## config.mk

```make
export PLATFORM = sky130hd
export DESIGN_NAME = decode_stage
export DESIGN_NICKNAME = d
export VERILOG_FILES = /design/src/holy_core_pkg.sv /design/src/alu_control.sv /design/src/control.sv /design/src/decode_stage.sv /design/src/main_control.sv /design/src/sign_extend.sv
export SDC_FILE = /design/constraint.sdc
export NUM_CORES = 1
export LEC_CHECK = 0
export BUFFER_PORTS_ARGS = -buffer_cell sky130_fd_sc_hd__buf_4
export CORE_ASPECT_RATIO = 2
export CORE_MARGIN = 1.5
export CORE_UTILIZATION = 35
export DETAILED_ROUTE_END_ITERATION = 16
export GPL_ROUTABILITY_DRIVEN = 0
export GPL_TIMING_DRIVEN = 0
export PLACE_DENSITY_LB_ADDON = 0.1
export REMOVE_ABC_BUFFERS = 1
export SLEW_MARGIN = 10
export SYNTH_ARGS = -nofsm -noshare
export SYNTH_HDL_FRONTEND = slang
export SYNTH_SLANG_ARGS = --single-unit
```

## constraint.sdc

```tcl
create_clock -name clk -period 1.73 [get_ports clk]
set_clock_uncertainty 0.05 [all_clocks]
set_input_delay 0.0865 -clock clk [delete_from_list [all_inputs] [get_ports clk]]
set_output_delay 0.0865 -clock clk [all_outputs]
set_load 0.005 [all_outputs]
```

## src/holy_core_pkg.sv

```systemverilog
package holy_core_pkg;

    // Word type for instructions and immediates of the 32-bit ISA.
    typedef logic [31:0] word_t;

    // Funct3 field of the instruction word.
    typedef logic [2:0] func3_t;

    // Major opcodes of the RV32I base set handled by the decoder.
    typedef enum logic [6:0] {
        OPCODE_R_TYPE       = 7'b0110011,
        OPCODE_I_TYPE_ALU   = 7'b0010011,
        OPCODE_I_TYPE_LOAD  = 7'b0000011,
        OPCODE_S_TYPE       = 7'b0100011,
        OPCODE_B_TYPE       = 7'b1100011,
        OPCODE_U_TYPE_LUI   = 7'b0110111,
        OPCODE_U_TYPE_AUIPC = 7'b0010111,
        OPCODE_J_TYPE       = 7'b1101111,
        OPCODE_J_TYPE_JALR  = 7'b1100111
    } opcode_t;

    // Operation class handed from the main decoder to the ALU decoder.
    typedef enum logic [1:0] {
        ALU_OP_LOAD_STORE = 2'b00,
        ALU_OP_BRANCHES   = 2'b01,
        ALU_OP_R_TYPE     = 2'b10,
        ALU_OP_I_TYPE     = 2'b11
    } alu_op_t;

    // Operation code understood by the execute stage ALU.
    typedef enum logic [3:0] {
        ALU_ADD  = 4'b0000,
        ALU_SUB  = 4'b0001,
        ALU_AND  = 4'b0010,
        ALU_OR   = 4'b0011,
        ALU_SLL  = 4'b0100,
        ALU_SLT  = 4'b0101,
        ALU_SRL  = 4'b0110,
        ALU_SLTU = 4'b0111,
        ALU_XOR  = 4'b1000,
        ALU_SRA  = 4'b1001
    } alu_control_t;

    // Immediate format select for the sign extender.
    typedef logic [2:0] imm_source_t;

    localparam imm_source_t IMM_I = 3'b000;
    localparam imm_source_t IMM_S = 3'b001;
    localparam imm_source_t IMM_B = 3'b010;
    localparam imm_source_t IMM_J = 3'b011;
    localparam imm_source_t IMM_U = 3'b100;

    // Next PC select.
    typedef logic [0:0] pc_source_t;

    localparam pc_source_t PC_PLUS_4 = 1'b0;
    localparam pc_source_t PC_TARGET = 1'b1;

    // Branch conditions carried in funct3.
    localparam func3_t BEQ  = 3'b000;
    localparam func3_t BNE  = 3'b001;
    localparam func3_t BLT  = 3'b100;
    localparam func3_t BGE  = 3'b101;
    localparam func3_t BLTU = 3'b110;
    localparam func3_t BGEU = 3'b111;

    // Integer ALU operations carried in funct3.
    localparam func3_t F3_ADD_SUB = 3'b000;
    localparam func3_t F3_SLL     = 3'b001;
    localparam func3_t F3_SLT     = 3'b010;
    localparam func3_t F3_SLTU    = 3'b011;
    localparam func3_t F3_XOR     = 3'b100;
    localparam func3_t F3_SRL_SRA = 3'b101;
    localparam func3_t F3_OR      = 3'b110;
    localparam func3_t F3_AND     = 3'b111;

    // ADDI x0, x0, 0.
    localparam word_t NOP_INSTR = 32'h0000_0013;

endpackage

```

## src/alu_control.sv

```systemverilog
`timescale 1ns/1ps

module alu_control import holy_core_pkg::*; (
    input  alu_op_t      alu_op,
    input  func3_t       func3,
    input  logic         func7_b5,
    input  logic         r_type,
    output alu_control_t alu_control
);

    always_comb begin
        alu_control = ALU_ADD;

        case (alu_op)
            ALU_OP_LOAD_STORE: begin
                // Address generation is a plain add.
                alu_control = ALU_ADD;
            end
            ALU_OP_BRANCHES: begin
                case (func3)
                    BEQ, BNE:   alu_control = ALU_SUB;
                    BLT, BGE:   alu_control = ALU_SLT;
                    BLTU, BGEU: alu_control = ALU_SLTU;
                    default:    alu_control = ALU_SUB;
                endcase
            end
            ALU_OP_R_TYPE, ALU_OP_I_TYPE: begin
                case (func3)
                    F3_ADD_SUB: begin
                        // ADDI has no SUB form, so bit 30 only counts for R-type.
                        if (r_type && func7_b5) begin
                            alu_control = ALU_SUB;
                        end else begin
                            alu_control = ALU_ADD;
                        end
                    end
                    F3_SLL:  alu_control = ALU_SLL;
                    F3_SLT:  alu_control = ALU_SLT;
                    F3_SLTU: alu_control = ALU_SLTU;
                    F3_XOR:  alu_control = ALU_XOR;
                    F3_SRL_SRA: begin
                        // SRAI carries the same bit 30 as SRA.
                        if (func7_b5) begin
                            alu_control = ALU_SRA;
                        end else begin
                            alu_control = ALU_SRL;
                        end
                    end
                    F3_OR:   alu_control = ALU_OR;
                    F3_AND:  alu_control = ALU_AND;
                    default: alu_control = ALU_ADD;
                endcase
            end
            default: begin
                alu_control = ALU_ADD;
            end
        endcase
    end

endmodule

```

## src/control.sv

```systemverilog
`timescale 1ns/1ps

module control import holy_core_pkg::*; (
    input  logic [6:0]   opcode,
    input  func3_t       func3,
    input  logic         func7_b5,
    input  logic         alu_zero,
    input  logic         alu_last_bit,
    output logic         mem_write,
    output logic         reg_write,
    output logic         alu_source,
    output imm_source_t  imm_source,
    output alu_op_t      alu_op,
    output logic         r_type,
    output logic         branch,
    output logic         jump,
    output logic         jalr,
    output logic         lui,
    output logic         auipc,
    output logic         mem_to_reg,
    output logic         illegal,
    output alu_control_t alu_control,
    output pc_source_t   pc_source
);

    logic branch_cond;

    main_control main_control_i (
        .opcode     (opcode),
        .mem_write  (mem_write),
        .reg_write  (reg_write),
        .alu_source (alu_source),
        .imm_source (imm_source),
        .alu_op     (alu_op),
        .r_type     (r_type),
        .branch     (branch),
        .jump       (jump),
        .jalr       (jalr),
        .lui        (lui),
        .auipc      (auipc),
        .mem_to_reg (mem_to_reg),
        .illegal    (illegal)
    );

    alu_control alu_control_i (
        .alu_op      (alu_op),
        .func3       (func3),
        .func7_b5    (func7_b5),
        .r_type      (r_type),
        .alu_control (alu_control)
    );

    // The ALU subtracts for BEQ/BNE and sets bit 0 on less-than for the others.
    always_comb begin
        case (func3)
            BEQ:        branch_cond = alu_zero;
            BNE:        branch_cond = ~alu_zero;
            BLT, BLTU:  branch_cond = alu_last_bit;
            BGE, BGEU:  branch_cond = ~alu_last_bit;
            default:    branch_cond = 1'b0;
        endcase
    end

    assign pc_source = (jump || (branch && branch_cond)) ? PC_TARGET : PC_PLUS_4;

endmodule

```

## src/decode_stage.sv

```systemverilog
`timescale 1ns/1ps

module decode_stage import holy_core_pkg::*; (
    input  logic         clk,
    input  logic         rst,
    input  logic         in_valid,
    input  logic         stall,
    input  word_t        instr,
    input  logic         alu_zero,
    input  logic         alu_last_bit,
    output logic         out_valid,
    output word_t        instr_q,
    output word_t        imm,
    output logic         mem_write,
    output logic         reg_write,
    output logic         alu_source,
    output imm_source_t  imm_source,
    output alu_op_t      alu_op,
    output logic         r_type,
    output logic         branch,
    output logic         jump,
    output logic         jalr,
    output logic         lui,
    output logic         auipc,
    output logic         mem_to_reg,
    output logic         illegal,
    output alu_control_t alu_control,
    output pc_source_t   pc_source
);

    logic [6:0] opcode;
    func3_t     func3;
    logic       func7_b5;

    // Stage register. A stall freezes both the instruction and its valid bit,
    // and reset loads a NOP so the decode outputs are harmless.
    always_ff @(posedge clk) begin
        if (rst) begin
            instr_q   <= NOP_INSTR;
            out_valid <= 1'b0;
        end else if (!stall) begin
            instr_q   <= instr;
            out_valid <= in_valid;
        end
    end

    assign opcode   = instr_q[6:0];
    assign func3    = instr_q[14:12];
    assign func7_b5 = instr_q[30];

    control control_i (
        .opcode       (opcode),
        .func3        (func3),
        .func7_b5     (func7_b5),
        .alu_zero     (alu_zero),
        .alu_last_bit (alu_last_bit),
        .mem_write    (mem_write),
        .reg_write    (reg_write),
        .alu_source   (alu_source),
        .imm_source   (imm_source),
        .alu_op       (alu_op),
        .r_type       (r_type),
        .branch       (branch),
        .jump         (jump),
        .jalr         (jalr),
        .lui          (lui),
        .auipc        (auipc),
        .mem_to_reg   (mem_to_reg),
        .illegal      (illegal),
        .alu_control  (alu_control),
        .pc_source    (pc_source)
    );

    sign_extend sign_extend_i (
        .instr      (instr_q),
        .imm_source (imm_source),
        .imm        (imm)
    );

endmodule

```

## src/main_control.sv

```systemverilog
`timescale 1ns/1ps

module main_control import holy_core_pkg::*; (
    input  logic [6:0]  opcode,
    output logic        mem_write,
    output logic        reg_write,
    output logic        alu_source,
    output imm_source_t imm_source,
    output alu_op_t     alu_op,
    output logic        r_type,
    output logic        branch,
    output logic        jump,
    output logic        jalr,
    output logic        lui,
    output logic        auipc,
    output logic        mem_to_reg,
    output logic        illegal
);

    opcode_t opcode_enum;

    assign opcode_enum = opcode_t'(opcode);

    always_comb begin
        // Everything starts inactive, so an unknown opcode writes nothing.
        mem_write  = 1'b0;
        reg_write  = 1'b0;
        alu_source = 1'b0;
        imm_source = IMM_I;
        alu_op     = ALU_OP_LOAD_STORE;
        r_type     = 1'b0;
        branch     = 1'b0;
        jump       = 1'b0;
        jalr       = 1'b0;
        lui        = 1'b0;
        auipc      = 1'b0;
        mem_to_reg = 1'b0;
        illegal    = 1'b0;

        case (opcode_enum)
            OPCODE_R_TYPE: begin
                reg_write = 1'b1;
                alu_op    = ALU_OP_R_TYPE;
                r_type    = 1'b1;
            end
            OPCODE_I_TYPE_ALU: begin
                imm_source = IMM_I;
                reg_write  = 1'b1;
                alu_source = 1'b1;
                alu_op     = ALU_OP_I_TYPE;
            end
            OPCODE_I_TYPE_LOAD: begin
                imm_source = IMM_I;
                reg_write  = 1'b1;
                alu_source = 1'b1;
                mem_to_reg = 1'b1;
            end
            OPCODE_S_TYPE: begin
                imm_source = IMM_S;
                mem_write  = 1'b1;
                alu_source = 1'b1;
            end
            OPCODE_B_TYPE: begin
                // The ALU compares the two registers, the target adder uses the immediate.
                imm_source = IMM_B;
                alu_op     = ALU_OP_BRANCHES;
                branch     = 1'b1;
            end
            OPCODE_U_TYPE_LUI: begin
                imm_source = IMM_U;
                reg_write  = 1'b1;
                lui        = 1'b1;
            end
            OPCODE_U_TYPE_AUIPC: begin
                imm_source = IMM_U;
                reg_write  = 1'b1;
                alu_source = 1'b1;
                auipc      = 1'b1;
            end
            OPCODE_J_TYPE: begin
                imm_source = IMM_J;
                reg_write  = 1'b1;
                jump       = 1'b1;
            end
            OPCODE_J_TYPE_JALR: begin
                imm_source = IMM_I;
                reg_write  = 1'b1;
                jump       = 1'b1;
                jalr       = 1'b1;
            end
            default: begin
                illegal = 1'b1;
            end
        endcase
    end

endmodule

```

## src/sign_extend.sv

```systemverilog
`timescale 1ns/1ps

module sign_extend import holy_core_pkg::*; (
    input  word_t       instr,
    input  imm_source_t imm_source,
    output word_t       imm
);

    logic sign;

    // Every RV32 immediate takes its sign from bit 31 of the instruction.
    assign sign = instr[31];

    always_comb begin
        case (imm_source)
            IMM_I: begin
                imm = {{20{sign}}, instr[31:20]};
            end
            IMM_S: begin
                imm = {{20{sign}}, instr[31:25], instr[11:7]};
            end
            IMM_B: begin
                // Branch offsets are in half words, bit 0 is always zero.
                imm = {{20{sign}}, instr[7], instr[30:25], instr[11:8], 1'b0};
            end
            IMM_J: begin
                imm = {{12{sign}}, instr[19:12], instr[20], instr[30:21], 1'b0};
            end
            IMM_U: begin
                imm = {instr[31:12], 12'b0};
            end
            default: begin
                imm = '0;
            end
        endcase
    end

endmodule

```

==> results of run 1 <==
[cells in the final DEF, fill, tap and decap left out, drive strengths merged, types with 2 or more instances in the layout]
cell type	n
buf	138
nor2	40
dfxtp	33
mux2i	30
dlygate4sd3	29
a21o	19
nand2	9
and2	9
clkbuf	7
o21ai	6
nor2b	6
a22o	5
nor3	4
inv	4
a211o	3
and3	3
o22ai	2
nand3	2
[worst register-to-register path: stages, from the launching register on]
cell	delay (ns)
dfxtp_4	0.36
buf_4	0.13
a211o_1	0.27
[worst max path at each step]
stage,start,endpoint,slack (ns),depth (start not counted)
final,instr_q[3],imm[1],-0.03,6
after global routing,instr_q[2],alu_control[3],-0.11,5
after CTS,instr_q[2],imm[0],-0.03,6
after detailed placement,instr_q[6],imm[11],-0.22,5
after global placement,instr_q[6],imm[11],-0.16,5
after floorplan,instr_q[6],imm[11],0.21,4
[layer usage]
layer,global-route usage,part of all wire,up-vias
met1,0.219,0.37,975
met3,0.0403,0.060,5
met5,0,0,-
met2,0.388,0.57,73
met4,0.0627,0.0093,0
li1,-,-,1027
[area by class of cell]
type / instances / area, um2
clock inverter: 1 / 30.0
inverter: 5 / 38.8
tap: 58 / 72.6
timing repair buffer: 167 / 1420
multi-input combinational: 153 / 1140
clock buffer: 7 / 86.3
sequential: 33 / 684
fill: 438 / 1720
[cells by family (layout without fill, tap and decap cells)]
kind of cell / count (synthesis) / in the layout / share of synthesized area
AO/OA/AOI/OAI: 41 / 41 / 0.165
buffers and inverters: 25 / 180 / 0.0782
flip-flops: 33 / 33 / 0.347
AND/OR/NAND/NOR: 79 / 80 / 0.243
multiplexers: 30 / 30 / 0.158
XOR/XNOR: 2 / 2 / 0.00920
[stage by stage]
| stage | std cells | instance area, um2 | hold slack [ns] | setup TNS, ns | total power, uW |
|---|---|---|---|---|---|
| detailed placement | 371 | 2780 | 0.272 | -2.42 | 1390 |
| floorplan | 190 | 1780 | 0.109 | 0 | 1080 |
| finish | 424 | 3470 | 0.0139 | -0.147 | 2230 |
| CTS | 422 | 3330 | 0.00213 | -0.0626 | 2230 |
| global route | 424 | 3470 | 0.0452 | -1.55 | 2350 |
| global placement | 371 | 2780 | 0.263 | -1.81 | 1380 |
[what timing repair did]
| action | 4_1_cts | 5_1_grt |
|---|---|---|
| endpoints found under the setup margin | 46 | 29 |
| pin swaps | 2 | 2 |
| hold buffers | 29 | 0 |
| gates resized for setup | 18 | 32 |
| setup buffers | 13 | 2 |
| gates cloned | 1 | 0 |
| hold endpoints to repair | 29 | 0 |
[state kept, by name (all words and copies together), names as in the netlist]
name       flops
out_valid      1
instr_q       32
[power by group through the flow]
| stage | logic, uW | registers (uW) | clock network [uW] |
|---|---|---|---|
| after floorplan | 194 | 881 | 0 |
| after global placement | 492 | 892 | 0 |
| after detailed placement | 496 | 893 | 0 |
| after CTS | 577 | 871 | 778 |
| after global routing | 662 | 881 | 811 |
| final | 608 | 873 | 754 |
==> run summary, run 1 <==
outcome = complete, but fails checks
failing checks = negative setup slack
Ant. Diodes = 0
largest net degree at the start of global routing = 37
reg2reg end = instr_q[1]
YS warnings = 0
Peak Freq = 567 MHz
kind of cell adding the most delay to the critical path = simple AND/OR/NAND/NOR gates
clk buf depth = 2
worst slew pin tran = 0.583 ns
hold path start = instr[5]
CP max stage delay = 0.36 ns
Top FF cell, synth = dfxtp_1
WP buf/inv = 2
post-route ant nets = 0
Static Leak = 0.00185 uW
Worst R2R Path Depth = 2
Comb pwr share = 0.272
Yosys top cell area share = 0.347
library cells used by synthesis = 42
Total GRT Usage = 0.208
drt pass-1 iters = 4
Yosys top cell by area = dfxtp_1
WL final = 6.14 mm
Clock Latency Late Sink = 0.28 ns
Data arrival, critical path = 1.63 ns
final setup violation count = 6
die area = 0.00592 mm2
clock-pin slew on the worst setup and hold paths = 0.07 ns
final worst path period need = 1.76 ns
ys async rst share = 0
Buffers on Ports = 123
internal cell power = 1660 uW
CTS Root Cell = clkbuf_8
crit path kind = reg -> out
most instantiated cells after synthesis = nor2_1, dfxtp_1, mux2i_1
vias in the first global route = 1,987
total congestion overflow = 0
Starting Density = 0.367
Slew Limit Fails = 0
Area Growth Syn to Fin = 82.2%
Rows = 37
core area = 0.00518 mm2
Tcrit/Tclk final = 1.02
endpoints failing hold = 0
Chip Height = 107 um
Mean Syn Cell Area = 9.07 um2
clock share of power = 0.337
Die Width = 55.2 um
Critical Path RT = 1.59 ns
worst hold path depth = 3
EDFF count, synth = 0
drt drc = 0
DR vias = 2,080
Worst VDD drop = 639 uV
top-count cell post-synth = nor2_1
CTS tree = built
Avg WL per Cell = 14.5 um
IO Pins = 124
post-synthesis register bit count = 33
r2r startpoint = instr_q[1]
initial antenna violation count = 0
Startpoint Class = register
slowest stage cell, crit path = dfxtp_4
critical path capture point type = primary output
PnR worst setup slack = -0.0337 ns
top cells by area, synth = dfxtp_1, mux2i_1, nor2_1
H-tree depth = 2
sink of the worst hold path = instr_q[5]
worst hold path type = in -> reg
DRT iter0 DRCs = 25
Sw Share = 0.259
Cells after Synth = 210
Final nets = 403
dpl hpwl = 4.12 mm
clock sinks = 33
sequential share of power = 0.390
Crit Path Max Fanout = 4
slew margin rel. = 0.611
Synth Cell Area = 0.00190 mm2
dpl ws = -0.220 ns
Psw = 578 uW
worst path cell trace = nand4bb_4 -> nor2b_4 -> buf_12 -> nor2_4 -> a22o_1 -> buf_4
sequential-to-total area share from yosys stat = 0.347
layout cell share with drive strength beyond 1 = 0.475
PwrDens = 644 mW/mm2
RSZ-0062 raised after global routing = yes
drt via density = 4.91
R2R Setup Slk = 0.81 ns
CTS Buf Count = 5
number of max-cap violations = 0
global-route wire length before repair = 9.17 mm
final core utilization = 0.669
Power figures use the tool's default switching activity.
==> run 2: changes to the inputs <==
GPL_TIMING_DRIVEN = 1   (was 0)
PLACE_DENSITY = 0.67   (was default)
PLACE_DENSITY_LB_ADDON = default   (was 0.1)
==> run 2 against run 1 <==
The run still ends with negative setup slack left. Critical path depth stayed put. Sequential share of layout area shrank 0.11 points. Worst setup slack improved by 0.0021 ns. Register-to-register slack got worse by 0.11 ns. Cell count rose by 0.47%. Combinational power grew 3.5%. Critical endpoint is now imm[12]. Largest cell class unchanged.
==> run summary, run 2 (synthesized netlist as in run 1, its figures left out) <==
dpl ws = 0.0954 ns (+0.316 ns)
slew margin rel. = 0.617 (+0.00591)
total congestion overflow = 0 (unchanged)
slowest stage cell, crit path = dfxtp_2
Crit Path Max Fanout = 8 (+4)
Worst VDD drop = 624 uV (-2.5%)
PnR worst setup slack = -0.0316 ns (+0.00206 ns)
Tcrit/Tclk final = 1.02 (-0.00119)
Data arrival, critical path = 1.63 ns (about the same)
crit path kind = reg -> out
RSZ-0062 raised after global routing = yes
Critical Path RT = 1.59 ns (about the same)
Startpoint Class = register
IO Pins = 124 (unchanged)
WL final = 6.49 mm (+5.7%)
clk buf depth = 2 (unchanged)
H-tree depth = 2 (unchanged)
Die Width = 55.2 um (unchanged)
clock sinks = 33 (unchanged)
Reg with most FFs = instr_q
DR vias = 2,136 (+2.7%)
Top Registers = instr_q: 32 flops, out_valid: 1 flops
worst hold path type = in -> reg
outcome = complete, but fails checks
Static Leak = 0.00185 uW (-0.22%)
die area = 0.00592 mm2 (unchanged)
worst slew pin tran = 0.574 ns (-0.00886 ns)
drt drc = 0 (unchanged)
Psw = 587 uW (+1.5%)
worst path cell trace = and3_4 -> nand3_4 -> buf_6 -> and3_4 -> a21o_1 -> buf_6
PwrDens = 606 mW/mm2 (-6.0%)
drt via density = 5.01 (+2.2%)
endpoints failing hold = 0 (unchanged)
CP max stage delay = 0.35 ns (about the same)
FILL cells = 457 (+4.3%)
CTS Root Cell = clkbuf_8
vias in the first global route = 1,992 (+0.25%)
Hold Worst Slack = 0.0131 ns (-0.000753 ns)
Ant. Diodes = 0 (unchanged)
most common cell after layout, fill and taps aside = buf_4
final setup violation count = 14 (+8)
final worst path period need = 1.76 ns (-0.00206 ns)
Clock Latency Late Sink = 0.28 ns (about the same)
DRT iter0 DRCs = 39 (+56%)
Sw Share = 0.284 (+0.0255)
Area Growth Syn to Fin = 79.2%
final core utilization = 0.658 (-0.0111)
number of max-cap violations = 0 (unchanged)
Starting Density = 0.367 (unchanged)
clock share of power = 0.276 (-0.061)
layout cell share with drive strength beyond 1 = 0.492 (+0.0164)
Total GRT Usage = 0.222 (+0.0137)
most frequent cells in the layout = buf_4, nor2_1, mux2i_1
Avg WL per Cell = 15.2 um (+5.2%)
Rows = 37 (unchanged)
Peak Freq = 568 MHz (+0.12%)
drt pass-1 iters = 4 (unchanged)
critical path capture point type = primary output
CTS tree = built
max reg flops = 32 (unchanged)
final setup TNS = -0.337 ns (-0.190 ns)
Buffers on Ports = 123 (unchanged)
Comb pwr share = 0.304 (+0.032)
Final nets = 405 (+0.50%)
dpl hpwl = 4.50 mm (+9.2%)
Chip Height = 107 um (unchanged)
largest net degree at the start of global routing = 37 (unchanged)
core area = 0.00518 mm2 (unchanged)
failing checks = negative setup slack
sequential share of power = 0.419 (+0.029)
initial antenna violation count = 0 (unchanged)
global-route wire length before repair = 9.73 mm (+6.1%)
clock-pin slew on the worst setup and hold paths = 0.07 ns (about the same)
post-route ant nets = 0 (unchanged)
internal cell power = 1480 uW (-11%)
Slew Limit Fails = 0 (unchanged)
CTS Buf Count = 5 (unchanged)
==> run 2: cell count changes in the layout (fill, tap and decap cells not counted), sizes merged <==
cell	change
and2	-1
buf	+4
bufinv	-1
clkbuf	+1
dlygate4sd3	-1
==> run 2: timing repair <==
| action | in CTS | in global routing |
|---|---|---|
| endpoints found under the setup margin | 32 | 28 |
| buffers inserted | 5 | 6 |
| pin swaps | 3 | 3 |
| gates resized for setup | 24 | 18 |
| gates cloned | 0 | 0 |
| endpoints found under the hold margin | 28 | 0 |
| hold buffers | 28 | 0 |
==> run 2: area by class of cell <==
cell class | count | area (um2) | area share
timing repair buffer | 170 | 1420 | 0.417
sequential | 33 | 669 | 0.196
tap | 58 | 72.6 | 0.0213
inverter | 5 | 28.8 | 0.00843
clock buffer | 8 | 80.1 | 0.0235
multi-input combinational | 152 | 1140 | 0.334
==> run 2: final timing paths <==
path,cells after the start,to,start,slack (ns)
min reg2reg,2,out_valid,out_valid,0.46
max,6,imm[12],instr_q[2],-0.03
max reg2reg,3,instr_q[0],instr_q[0],0.70
min,3,instr_q[17],instr[17],0.01
==> run 2: layer usage <==
metal,global-route usage,share of wire,vias up
li1,-,-,1034
met1,0.233,0.35,1012
met2,0.406,0.58,79
met3,0.0375,0.049,11
met4,0.0906,0.019,0
met5,0,0,-
==> run 2: per-stage QoR <==
| step | instance area [um2] | std cells | total power (uW) |
|---|---|---|---|
| after floorplan | 1780 | 190 | 1080 |
| final | 3410 | 426 | 2070 |
| after detailed placement | 2840 | 379 | 1410 |
| after global placement | 2840 | 379 | 1400 |
| after global routing | 3410 | 426 | 2160 |
| after CTS | 3310 | 420 | 2060 |
==> run 2: worst max-delay path: cells and delay by family, from the launching register on <==
kind / cells / cell delay [ns]
and+or+nand+nor: 3 / 0.55
AOI/OAI and AO/OA: 1 / 0.17
DFF: 1 / 0.35
buffers and inverters: 2 / 0.27
==> run 2: power by group through the flow <==
stage | Combinational (uW) | Sequential [uW] | Clock [uW]
after floorplan | 194 | 881 | 0
after global placement | 526 | 877 | 0
after detailed placement | 534 | 878 | 0
after CTS | 610 | 865 | 587
after global routing | 677 | 874 | 607
final | 629 | 867 | 571
